<file path="src/logic/redmule_cfg_pkg.sv">
package redmule_cfg_pkg;

  // Accumulator array is ARRAY_N x ARRAY_N
  localparam int unsigned ARRAY_N = 4;

  // Row index width inside the array
  localparam int unsigned ROW_W = $clog2(ARRAY_N);

  // Signed operand element
  localparam int unsigned ELEM_W = 8;

  // One input stream word carries a full operand vector
  localparam int unsigned WORD_W = ARRAY_N * ELEM_W;

  // Signed accumulator and result element
  localparam int unsigned ACC_W = 24;

  // Product of two operand elements before widening
  localparam int unsigned PROD_W = 2 * ELEM_W;

  // Depth field in the command word, steps minus one
  localparam int unsigned DEPTH_W = 8;

  // Remaining bits of the command word
  localparam int unsigned CMD_RSVD_W = WORD_W - DEPTH_W;

  // Default operand FIFO depth, in pairs
  localparam int unsigned FIFO_DEPTH = 4;

endpackage : redmule_cfg_pkg

</file>
<file path="src/logic/redmule_stream_pkg.sv">
package redmule_stream_pkg;

  import redmule_cfg_pkg::*;

  // One signed operand element
  typedef logic signed [ELEM_W-1:0] elem_t;

  // A row of W or a column of X, one input data word
  typedef elem_t [ARRAY_N-1:0] elem_vec_t;

  // Command view of an input word
  typedef struct packed {
    logic [CMD_RSVD_W-1:0] reserved;
    logic [DEPTH_W-1:0]    depth_m1;
  } cmd_t;

  // Input word, read as command or data by the decoder phase
  typedef union packed {
    elem_vec_t data;
    cmd_t      cmd;
  } stream_word_u;

  // Accumulator and result element
  typedef logic signed [ACC_W-1:0] acc_t;

  // One result row
  typedef acc_t [ARRAY_N-1:0] z_row_t;

  // Operands of one rank-1 step
  typedef struct packed {
    elem_vec_t x_col;
    elem_vec_t w_row;
    logic      last;
  } operand_pair_t;

  // Bias row write into the accumulators
  typedef struct packed {
    logic             en;
    logic [ROW_W-1:0] row;
    elem_vec_t        data;
  } bias_wr_t;

  // One beat on the result stream
  typedef struct packed {
    z_row_t row;
    logic   last;
  } z_beat_t;

endpackage : redmule_stream_pkg

</file>
<file path="src/logic/redmule_stream_decoder.sv">
`timescale 1ns/100ps

module redmule_stream_decoder (
  input  logic                             clk_i      ,
  input  logic                             rst_n_i    ,
  input  logic                             in_valid_i ,
  input  redmule_stream_pkg::stream_word_u in_word_i  ,
  input  logic                             fifo_full_i,
  input  logic                             job_done_i ,
  output logic                             in_ready_o ,
  output logic                             push_o     ,
  output redmule_stream_pkg::operand_pair_t pair_o    ,
  output redmule_stream_pkg::bias_wr_t     bias_o     ,
  output logic                             busy_o
);

  import redmule_cfg_pkg::*;
  import redmule_stream_pkg::*;

  typedef enum logic [1:0] {IDLE, BIAS, OPS, WAIT} phase_e;

  phase_e             phase_q;
  logic               accept;
  logic [ROW_W-1:0]   row_cnt_q;
  logic [DEPTH_W-1:0] step_cnt_q;
  // Next word in OPS is an X column when set
  logic               want_x_q;
  logic               bias_en_q;
  logic [ROW_W-1:0]   bias_row_q;
  elem_vec_t          bias_data_q;
  logic               push_q;
  elem_vec_t          w_row_q;
  elem_vec_t          x_col_q;
  logic               last_q;

  always_comb begin
    case (phase_q)
      IDLE:    in_ready_o = 1'b1;
      BIAS:    in_ready_o = 1'b1;
      OPS:     in_ready_o = ~fifo_full_i;
      default: in_ready_o = 1'b0;
    endcase
  end

  assign accept = in_valid_i & in_ready_o;
  assign busy_o = (phase_q != IDLE);

  // Phase machine and counters
  always_ff @(posedge clk_i) begin
    if (!rst_n_i) begin
      phase_q    <= IDLE;
      row_cnt_q  <= '0;
      step_cnt_q <= '0;
      want_x_q   <= 1'b0;
      bias_en_q  <= 1'b0;
      push_q     <= 1'b0;
    end else begin
      bias_en_q <= accept && (phase_q == BIAS);
      push_q    <= accept && (phase_q == OPS) && want_x_q;
      case (phase_q)
        IDLE: begin
          if (accept) begin
            step_cnt_q <= in_word_i.cmd.depth_m1;
            row_cnt_q  <= '0;
            want_x_q   <= 1'b0;
            phase_q    <= BIAS;
          end
        end
        BIAS: begin
          if (accept) begin
            row_cnt_q <= row_cnt_q + 1'b1;
            if (row_cnt_q == ROW_W'(ARRAY_N - 1)) begin
              phase_q <= OPS;
            end
          end
        end
        OPS: begin
          if (accept) begin
            want_x_q <= ~want_x_q;
            if (want_x_q) begin
              step_cnt_q <= step_cnt_q - 1'b1;
              // Last X column closes the job's input
              if (step_cnt_q == '0) begin
                phase_q <= WAIT;
              end
            end
          end
        end
        default: begin
          if (job_done_i) begin
            phase_q <= IDLE;
          end
        end
      endcase
    end
  end

  // Payload registers
  always_ff @(posedge clk_i) begin
    if (accept && (phase_q == BIAS)) begin
      bias_row_q  <= row_cnt_q;
      bias_data_q <= in_word_i.data;
    end
    if (accept && (phase_q == OPS)) begin
      if (want_x_q) begin
        x_col_q <= in_word_i.data;
        last_q  <= (step_cnt_q == '0);
      end else begin
        w_row_q <= in_word_i.data;
      end
    end
  end

  assign bias_o = '{en: bias_en_q, row: bias_row_q, data: bias_data_q};
  assign push_o = push_q;
  assign pair_o = '{x_col: x_col_q, w_row: w_row_q, last: last_q};

endmodule : redmule_stream_decoder

</file>
<file path="src/logic/redmule_operand_fifo.sv">
`timescale 1ns/100ps

module redmule_operand_fifo #(
  parameter int unsigned Depth = 4
) (
  input  logic                              clk_i      ,
  input  logic                              rst_n_i    ,
  input  logic                              push_i     ,
  input  redmule_stream_pkg::operand_pair_t pair_i     ,
  input  logic                              pop_i      ,
  output logic                              full_o     ,
  output logic                              not_empty_o,
  output redmule_stream_pkg::operand_pair_t head_o
);

  import redmule_stream_pkg::*;

  localparam int unsigned PtrW = $clog2(Depth);
  localparam int unsigned CntW = $clog2(Depth + 1);

  operand_pair_t   mem_q [Depth];
  logic [PtrW-1:0] wr_ptr_q;
  logic [PtrW-1:0] rd_ptr_q;
  logic [CntW-1:0] count_q;
  logic            do_push;
  logic            do_pop;

  assign do_push = push_i && !full_o;
  assign do_pop  = pop_i && not_empty_o;

  // Pointers wrap explicitly so any depth works
  always_ff @(posedge clk_i) begin
    if (!rst_n_i) begin
      wr_ptr_q <= '0;
      rd_ptr_q <= '0;
      count_q  <= '0;
    end else begin
      if (do_push) begin
        wr_ptr_q <= (wr_ptr_q == PtrW'(Depth - 1)) ? '0 : wr_ptr_q + 1'b1;
      end
      if (do_pop) begin
        rd_ptr_q <= (rd_ptr_q == PtrW'(Depth - 1)) ? '0 : rd_ptr_q + 1'b1;
      end
      if (do_push && !do_pop) begin
        count_q <= count_q + 1'b1;
      end else if (do_pop && !do_push) begin
        count_q <= count_q - 1'b1;
      end
    end
  end

  always_ff @(posedge clk_i) begin
    if (do_push) begin
      mem_q[wr_ptr_q] <= pair_i;
    end
  end

  assign full_o      = (count_q == CntW'(Depth));
  assign not_empty_o = (count_q != '0);
  // Show-ahead head
  assign head_o      = mem_q[rd_ptr_q];

endmodule : redmule_operand_fifo

</file>
<file path="src/logic/redmule_engine.sv">
`timescale 1ns/100ps

module redmule_engine (
  input  logic                                                      clk_i           ,
  input  logic                                                      rst_n_i         ,
  input  redmule_stream_pkg::bias_wr_t                              bias_i          ,
  input  logic                                                      fifo_not_empty_i,
  input  redmule_stream_pkg::operand_pair_t                         head_i          ,
  input  logic                                                      z_free_i        ,
  output logic                                                      pop_o           ,
  output logic                                                      load_o          ,
  output redmule_stream_pkg::z_row_t [redmule_cfg_pkg::ARRAY_N-1:0] z_matrix_o
);

  import redmule_cfg_pkg::*;
  import redmule_stream_pkg::*;

  z_row_t [ARRAY_N-1:0] acc_q;
  z_row_t [ARRAY_N-1:0] acc_d;
  // Result complete, waiting for the Z buffer
  logic                 hold_q;

  assign pop_o  = fifo_not_empty_i && !hold_q;
  assign load_o = hold_q && z_free_i;

  always_comb begin
    logic signed [PROD_W-1:0] prod;
    prod  = '0;
    acc_d = acc_q;
    // Bias row load, Y sign-extended to accumulator width
    if (bias_i.en) begin
      for (int j = 0; j < ARRAY_N; j++) begin
        acc_d[bias_i.row][j] = {{(ACC_W - ELEM_W){bias_i.data[j][ELEM_W-1]}},
                                bias_i.data[j]};
      end
    end
    // Rank-1 update, wraps modulo 2^ACC_W
    if (pop_o) begin
      for (int i = 0; i < ARRAY_N; i++) begin
        for (int j = 0; j < ARRAY_N; j++) begin
          prod = $signed(head_i.x_col[i]) * $signed(head_i.w_row[j]);
          acc_d[i][j] = acc_q[i][j] + {{(ACC_W - PROD_W){prod[PROD_W-1]}}, prod};
        end
      end
    end
  end

  always_ff @(posedge clk_i) begin
    acc_q <= acc_d;
  end

  always_ff @(posedge clk_i) begin
    if (!rst_n_i) begin
      hold_q <= 1'b0;
    end else begin
      if (pop_o && head_i.last) begin
        hold_q <= 1'b1;
      end else if (load_o) begin
        hold_q <= 1'b0;
      end
    end
  end

  assign z_matrix_o = acc_q;

endmodule : redmule_engine

</file>
<file path="src/logic/redmule_z_buffer.sv">
`timescale 1ns/100ps

module redmule_z_buffer (
  input  logic                                                      clk_i     ,
  input  logic                                                      rst_n_i   ,
  input  logic                                                      load_i    ,
  input  redmule_stream_pkg::z_row_t [redmule_cfg_pkg::ARRAY_N-1:0] z_matrix_i,
  input  logic                                                      z_ready_i ,
  output logic                                                      z_free_o  ,
  output logic                                                      z_valid_o ,
  output redmule_stream_pkg::z_beat_t                               z_beat_o
);

  import redmule_cfg_pkg::*;
  import redmule_stream_pkg::*;

  z_row_t [ARRAY_N-1:0] mat_q;
  logic [ROW_W-1:0]     row_idx_q;
  logic                 full_q;
  logic                 last_row;
  logic                 xfer;

  assign last_row = (row_idx_q == ROW_W'(ARRAY_N - 1));
  assign xfer     = full_q && z_ready_i;

  // Row index and occupancy
  always_ff @(posedge clk_i) begin
    if (!rst_n_i) begin
      full_q    <= 1'b0;
      row_idx_q <= '0;
    end else begin
      if (load_i) begin
        full_q    <= 1'b1;
        row_idx_q <= '0;
      end else if (xfer) begin
        row_idx_q <= row_idx_q + 1'b1;
        // Free again once the final row has left
        if (last_row) begin
          full_q <= 1'b0;
        end
      end
    end
  end

  always_ff @(posedge clk_i) begin
    if (load_i) begin
      mat_q <= z_matrix_i;
    end
  end

  assign z_free_o  = !full_q;
  assign z_valid_o = full_q;
  assign z_beat_o  = '{row: mat_q[row_idx_q], last: last_row};

endmodule : redmule_z_buffer

</file>
<file path="src/logic/redmule_top.sv">
`timescale 1ns/100ps

module redmule_top #(
  parameter int unsigned FifoDepth = redmule_cfg_pkg::FIFO_DEPTH
) (
  input  logic                             clk_i     ,
  input  logic                             rst_n_i   ,
  input  logic                             in_valid_i,
  input  redmule_stream_pkg::stream_word_u in_word_i ,
  input  logic                             z_ready_i ,
  output logic                             in_ready_o,
  output logic                             busy_o    ,
  output logic                             z_valid_o ,
  output redmule_stream_pkg::z_beat_t      z_beat_o
);

  import redmule_cfg_pkg::*;
  import redmule_stream_pkg::*;

  logic                 push;
  operand_pair_t        push_pair;
  bias_wr_t             bias_wr;
  logic                 fifo_full;
  logic                 fifo_not_empty;
  operand_pair_t        fifo_head;
  logic                 pop;
  // Engine load doubles as job done for the decoder
  logic                 load;
  logic                 z_free;
  z_row_t [ARRAY_N-1:0] z_matrix;

  redmule_stream_decoder i_decoder (
    .clk_i       ( clk_i      ),
    .rst_n_i     ( rst_n_i    ),
    .in_valid_i  ( in_valid_i ),
    .in_word_i   ( in_word_i  ),
    .fifo_full_i ( fifo_full  ),
    .job_done_i  ( load       ),
    .in_ready_o  ( in_ready_o ),
    .push_o      ( push       ),
    .pair_o      ( push_pair  ),
    .bias_o      ( bias_wr    ),
    .busy_o      ( busy_o     )
  );

  redmule_operand_fifo #(
    .Depth       ( FifoDepth      )
  ) i_w_fifo (
    .clk_i       ( clk_i          ),
    .rst_n_i     ( rst_n_i        ),
    .push_i      ( push           ),
    .pair_i      ( push_pair      ),
    .pop_i       ( pop            ),
    .full_o      ( fifo_full      ),
    .not_empty_o ( fifo_not_empty ),
    .head_o      ( fifo_head      )
  );

  redmule_engine i_engine (
    .clk_i            ( clk_i          ),
    .rst_n_i          ( rst_n_i        ),
    .bias_i           ( bias_wr        ),
    .fifo_not_empty_i ( fifo_not_empty ),
    .head_i           ( fifo_head      ),
    .z_free_i         ( z_free         ),
    .pop_o            ( pop            ),
    .load_o           ( load           ),
    .z_matrix_o       ( z_matrix       )
  );

  redmule_z_buffer i_z_buffer (
    .clk_i      ( clk_i     ),
    .rst_n_i    ( rst_n_i   ),
    .load_i     ( load      ),
    .z_matrix_i ( z_matrix  ),
    .z_ready_i  ( z_ready_i ),
    .z_free_o   ( z_free    ),
    .z_valid_o  ( z_valid_o ),
    .z_beat_o   ( z_beat_o  )
  );

endmodule : redmule_top

</file>
<file path="config.mk">
export PLATFORM = sky130hd
export DESIGN_NAME = redmule_top
export DESIGN_NICKNAME = d
export VERILOG_FILES = /design/src/logic/redmule_cfg_pkg.sv /design/src/logic/redmule_stream_pkg.sv /design/src/logic/redmule_stream_decoder.sv /design/src/logic/redmule_operand_fifo.sv /design/src/logic/redmule_engine.sv /design/src/logic/redmule_z_buffer.sv /design/src/logic/redmule_top.sv
export SDC_FILE = /design/constraint.sdc
export NUM_CORES = 2
export LEC_CHECK = 0
export ABC_CLOCK_PERIOD_IN_PS = 42600
export BUFFER_PORTS_ARGS = -buffer_cell sky130_fd_sc_hd__buf_4
export CORE_ASPECT_RATIO = 0.75
export CORE_MARGIN = 1.5
export CORE_UTILIZATION = 60
export DETAILED_ROUTE_END_ITERATION = 8
export PLACE_DENSITY = 0.77
export SYNTH_ARGS = -nofsm -noshare
export SYNTH_HDL_FRONTEND = slang
export SYNTH_SLANG_ARGS = --single-unit
</file>
<file path="constraint.sdc">
create_clock -name clk_i -period 42.6 [get_ports clk_i]
set_input_delay 2.13 -clock clk_i [delete_from_list [all_inputs] [get_ports clk_i]]
set_output_delay 2.13 -clock clk_i [all_outputs]
set_load 0.005 [all_outputs]
</file>
==> metrics.txt <==
Resized Gates After CTS 0; Clock Latency Late Sink 0.82 ns; Root Buffer clkbuf_16; dpl cell area 0.102 sq mm; GR Layer Usage met2 0.482; fin crit share 0.259; Synth Cell Area ~0.098 sq mm; pin count of the biggest net entering global routing 146; Crit path largest cell delay 0.91 ns; syn_nets 11000; vias in the first global route 70300; antenna violations before repair 14; # DRC 2; First DRT Iteration DRCs between 7000 and 8000; fin area 0.106 sq mm; Setup Total Neg Slack 0 ns; Worst Setup Start Kind flip-flop; first-pass detailed-route iteration total 8; worst slew pin tran 1.34 ns; port bufs between 100 and 150; RSZ-0062 raised after global routing no; GR Util met3 0.0929; Die Ht 353 um; Max FO, Critical Path 46; Final Skew ~0.04 ns; drt wl/cell between 20 and 25 um; final max-slew violation count 0; first-pass GRT wire length about 410 mm; fraction of registers with async set/reset 0; GR peak layer met2; Final WS setup between 30 and 40 ns; cts bufs inserted roughly 120; Bufs on Longest Clock Path 3; Final setup viols 0; Crit Path Class reg -> reg; io pins 136; multi-input gate area in the final layout between 0.05 and 0.06 sq mm; Synth Flop Type edfxtp_1; core area ~0.16 sq mm; met1 usage 0.460; die area approximately 0.17 sq mm; mean area per synthesized cell 10.6 sq um; relative slew slack 0.103; GRT Residual Overflow 0; Crit-path slowest cell xnor2_1; H-tree depth 3; vias 70400; gr usage total 0.324; CP arrival approximately 12 ns; DP Worst Slack 31.88 ns; Area Growth Syn to Fin 7.87%; FF+latch count, synth ~1200; post-synth cell types 90; Total Wirelength around 270 mm; Reg area ~0.034 sq mm; share of cells above drive strength 1 0.0783; min Tclk post-route about 11 ns; outcome finished with violations; cts hold-fix bufs 0; CTS tree yes; Post-DRT Antenna Nets 0; most frequent CP cell inv_1; Die Wd 469 um; FP Rows 128; hold crit path type reg -> reg; Worst Path Required 43.11 ns; placed wire-length estimate 197 mm; Mapped Cells 9221; fill cell count 12000; fmax 0.0905 GHz; Final GP Congestion 0.945; Vias per Instance 6.11; Initial Utilization 0.604; Critical Path Sink Type flip-flop; Post-CTS Setup Repair Bufs 0; Syn. warnings 0; max cap viols 0; failing checks design-rule violations; Num Clock Sinks between 1000 and 1500; clock-pin slew of the registers on the worst-case setup and hold paths about 0.07 ns; fin nets 11100; Fin. Hold Viols 0; number of flops mapped to enable cells by yosys 1127; register area share after synthesis 0.352
critical path: cells and delay by family, from the launching register on:
kind	cells	cell delay, ns
AO/OA/AOI/OAI	10	2.02
XOR/XNOR	2	1.06
multiplexers	1	0.43
adder cells (fa/ha/maj)	6	2.95
buffers and inverters	9	2.65
flip-flops	1	0.84
AND/OR/NAND/NOR	4	0.70
routing by layer:
layer | part of all wire | up-vias
li1 | - | 31300
met1 | 0.40 | 34800
met2 | 0.43 | 3776
met3 | 0.13 | 552
met4 | 0.034 | 12
met5 | 0.00034 | -
Yosys cell counts, drive strengths merged, types with 22 or more instances:
cell    number  share of area
inv       1412          0.054
or2         23         0.0015
nor2b       51         0.0033
buf         45         0.0018
a21oi      389          0.020
xnor2      403          0.036
nand2b      94         0.0060
o21ai      587          0.030
dfxtp       28         0.0057
mux4        97          0.022
mux2        64         0.0074
o21bai      81         0.0062
a21o       186          0.014
edfxtp    1127           0.35
fa         897           0.18
nor3        65         0.0033
nor2      1019          0.039
xor2       183          0.016
ha         877           0.11
o31ai       31         0.0024
a211oi      71         0.0056
clkbuf     283          0.011
o211ai      25         0.0019
and3        44         0.0028
a31oi       39         0.0026
mux2i       68         0.0070
or3         22         0.0014
nand3      208          0.011
o21a       102         0.0078
nand2      481          0.018
cells in the final DEF, fill, tap and decap left out, drive strengths merged, types with 208 or more instances in the layout:
cell,count
inv,1421
edfxtp,1127
nor2,1019
fa,897
ha,877
o21ai,587
nand2,481
xnor2,403
a21oi,389
buf,263
nand3,208
logic make-up after synthesis:
kind of cell,count (synthesis),share of synthesized area
XOR/XNOR,590,0.0534
buffers and inverters,1744,0.0670
AND/OR/NAND/NOR,2090,0.0926
multiplexers,229,0.0366
flip-flops,1155,0.352
adder cells (fa/ha/maj),1774,0.296
AO/OA/AOI/OAI,1639,0.103
sequential cells by signal, summed over array words and instances (netlist names), named ones only:
register	count
i_decoder.push_o	1
i_decoder.bias_en_q	1
i_w_fifo.rd_ptr_q	2
i_engine.hold_q	1
i_decoder.bias_row_q	2
i_decoder.phase_q	2
i_decoder.pair_o	64
i_decoder.bias_o	32
i_decoder.last_q	1
i_decoder.step_cnt_q	8
i_decoder.row_cnt_q	2
i_z_buffer.z_valid_o	1
i_engine.z_matrix_o	384
i_w_fifo.wr_ptr_q	2
i_decoder.want_x_q	1
i_w_fifo.mem_q	260
i_z_buffer.mat_q	384
i_z_buffer.row_idx_q	2
i_w_fifo.count_q	3
final timing paths:
kind                                      startpoint                            endpoint  slack [ns]  cells after the start
setup / recovery                           flip-flop  i_engine.z_matrix_o[262]$_DFFE_PP_       31.55                     32
hold / removal    i_engine.z_matrix_o[364]$_DFFE_PP_     i_z_buffer.mat_q[364]$_DFFE_PP_        0.45                      0
setup reg to reg                           flip-flop  i_engine.z_matrix_o[262]$_DFFE_PP_       31.55                     32
hold reg to reg   i_engine.z_matrix_o[364]$_DFFE_PP_     i_z_buffer.mat_q[364]$_DFFE_PP_        0.45                      0
per-stage QoR:
stage | utilization | hold WS [ns] | cells
2_1_floorplan | - | 0.428 | 9221
3_3_place_gp | 0.627 | 0.436 | 11300
3_5_place_dp | 0.627 | 0.442 | 11300
4_1_cts | 0.651 | 0.455 | 11500
5_1_grt | 0.651 | 0.467 | 11500
6_report | 0.651 | 0.454 | 11500
final cells by class:
| class | count | area share |
|---|---|---|
| Antenna cell | 3 | 0.0000711 |
| Clock buffer | 131 | 0.0280 |
| Clock inverter | 85 | 0.00871 |
| Inverter | 1416 | 0.0504 |
| Multi-Input combinational cell | 6322 | 0.542 |
| Sequential cell | 1155 | 0.326 |
| Tap cell | 2145 | 0.0254 |
| Timing Repair Buffer | 263 | 0.0188 |
Power is not shown: default switching activity piles up to over one toggle a cycle in this logic, so the estimate is an artifact.
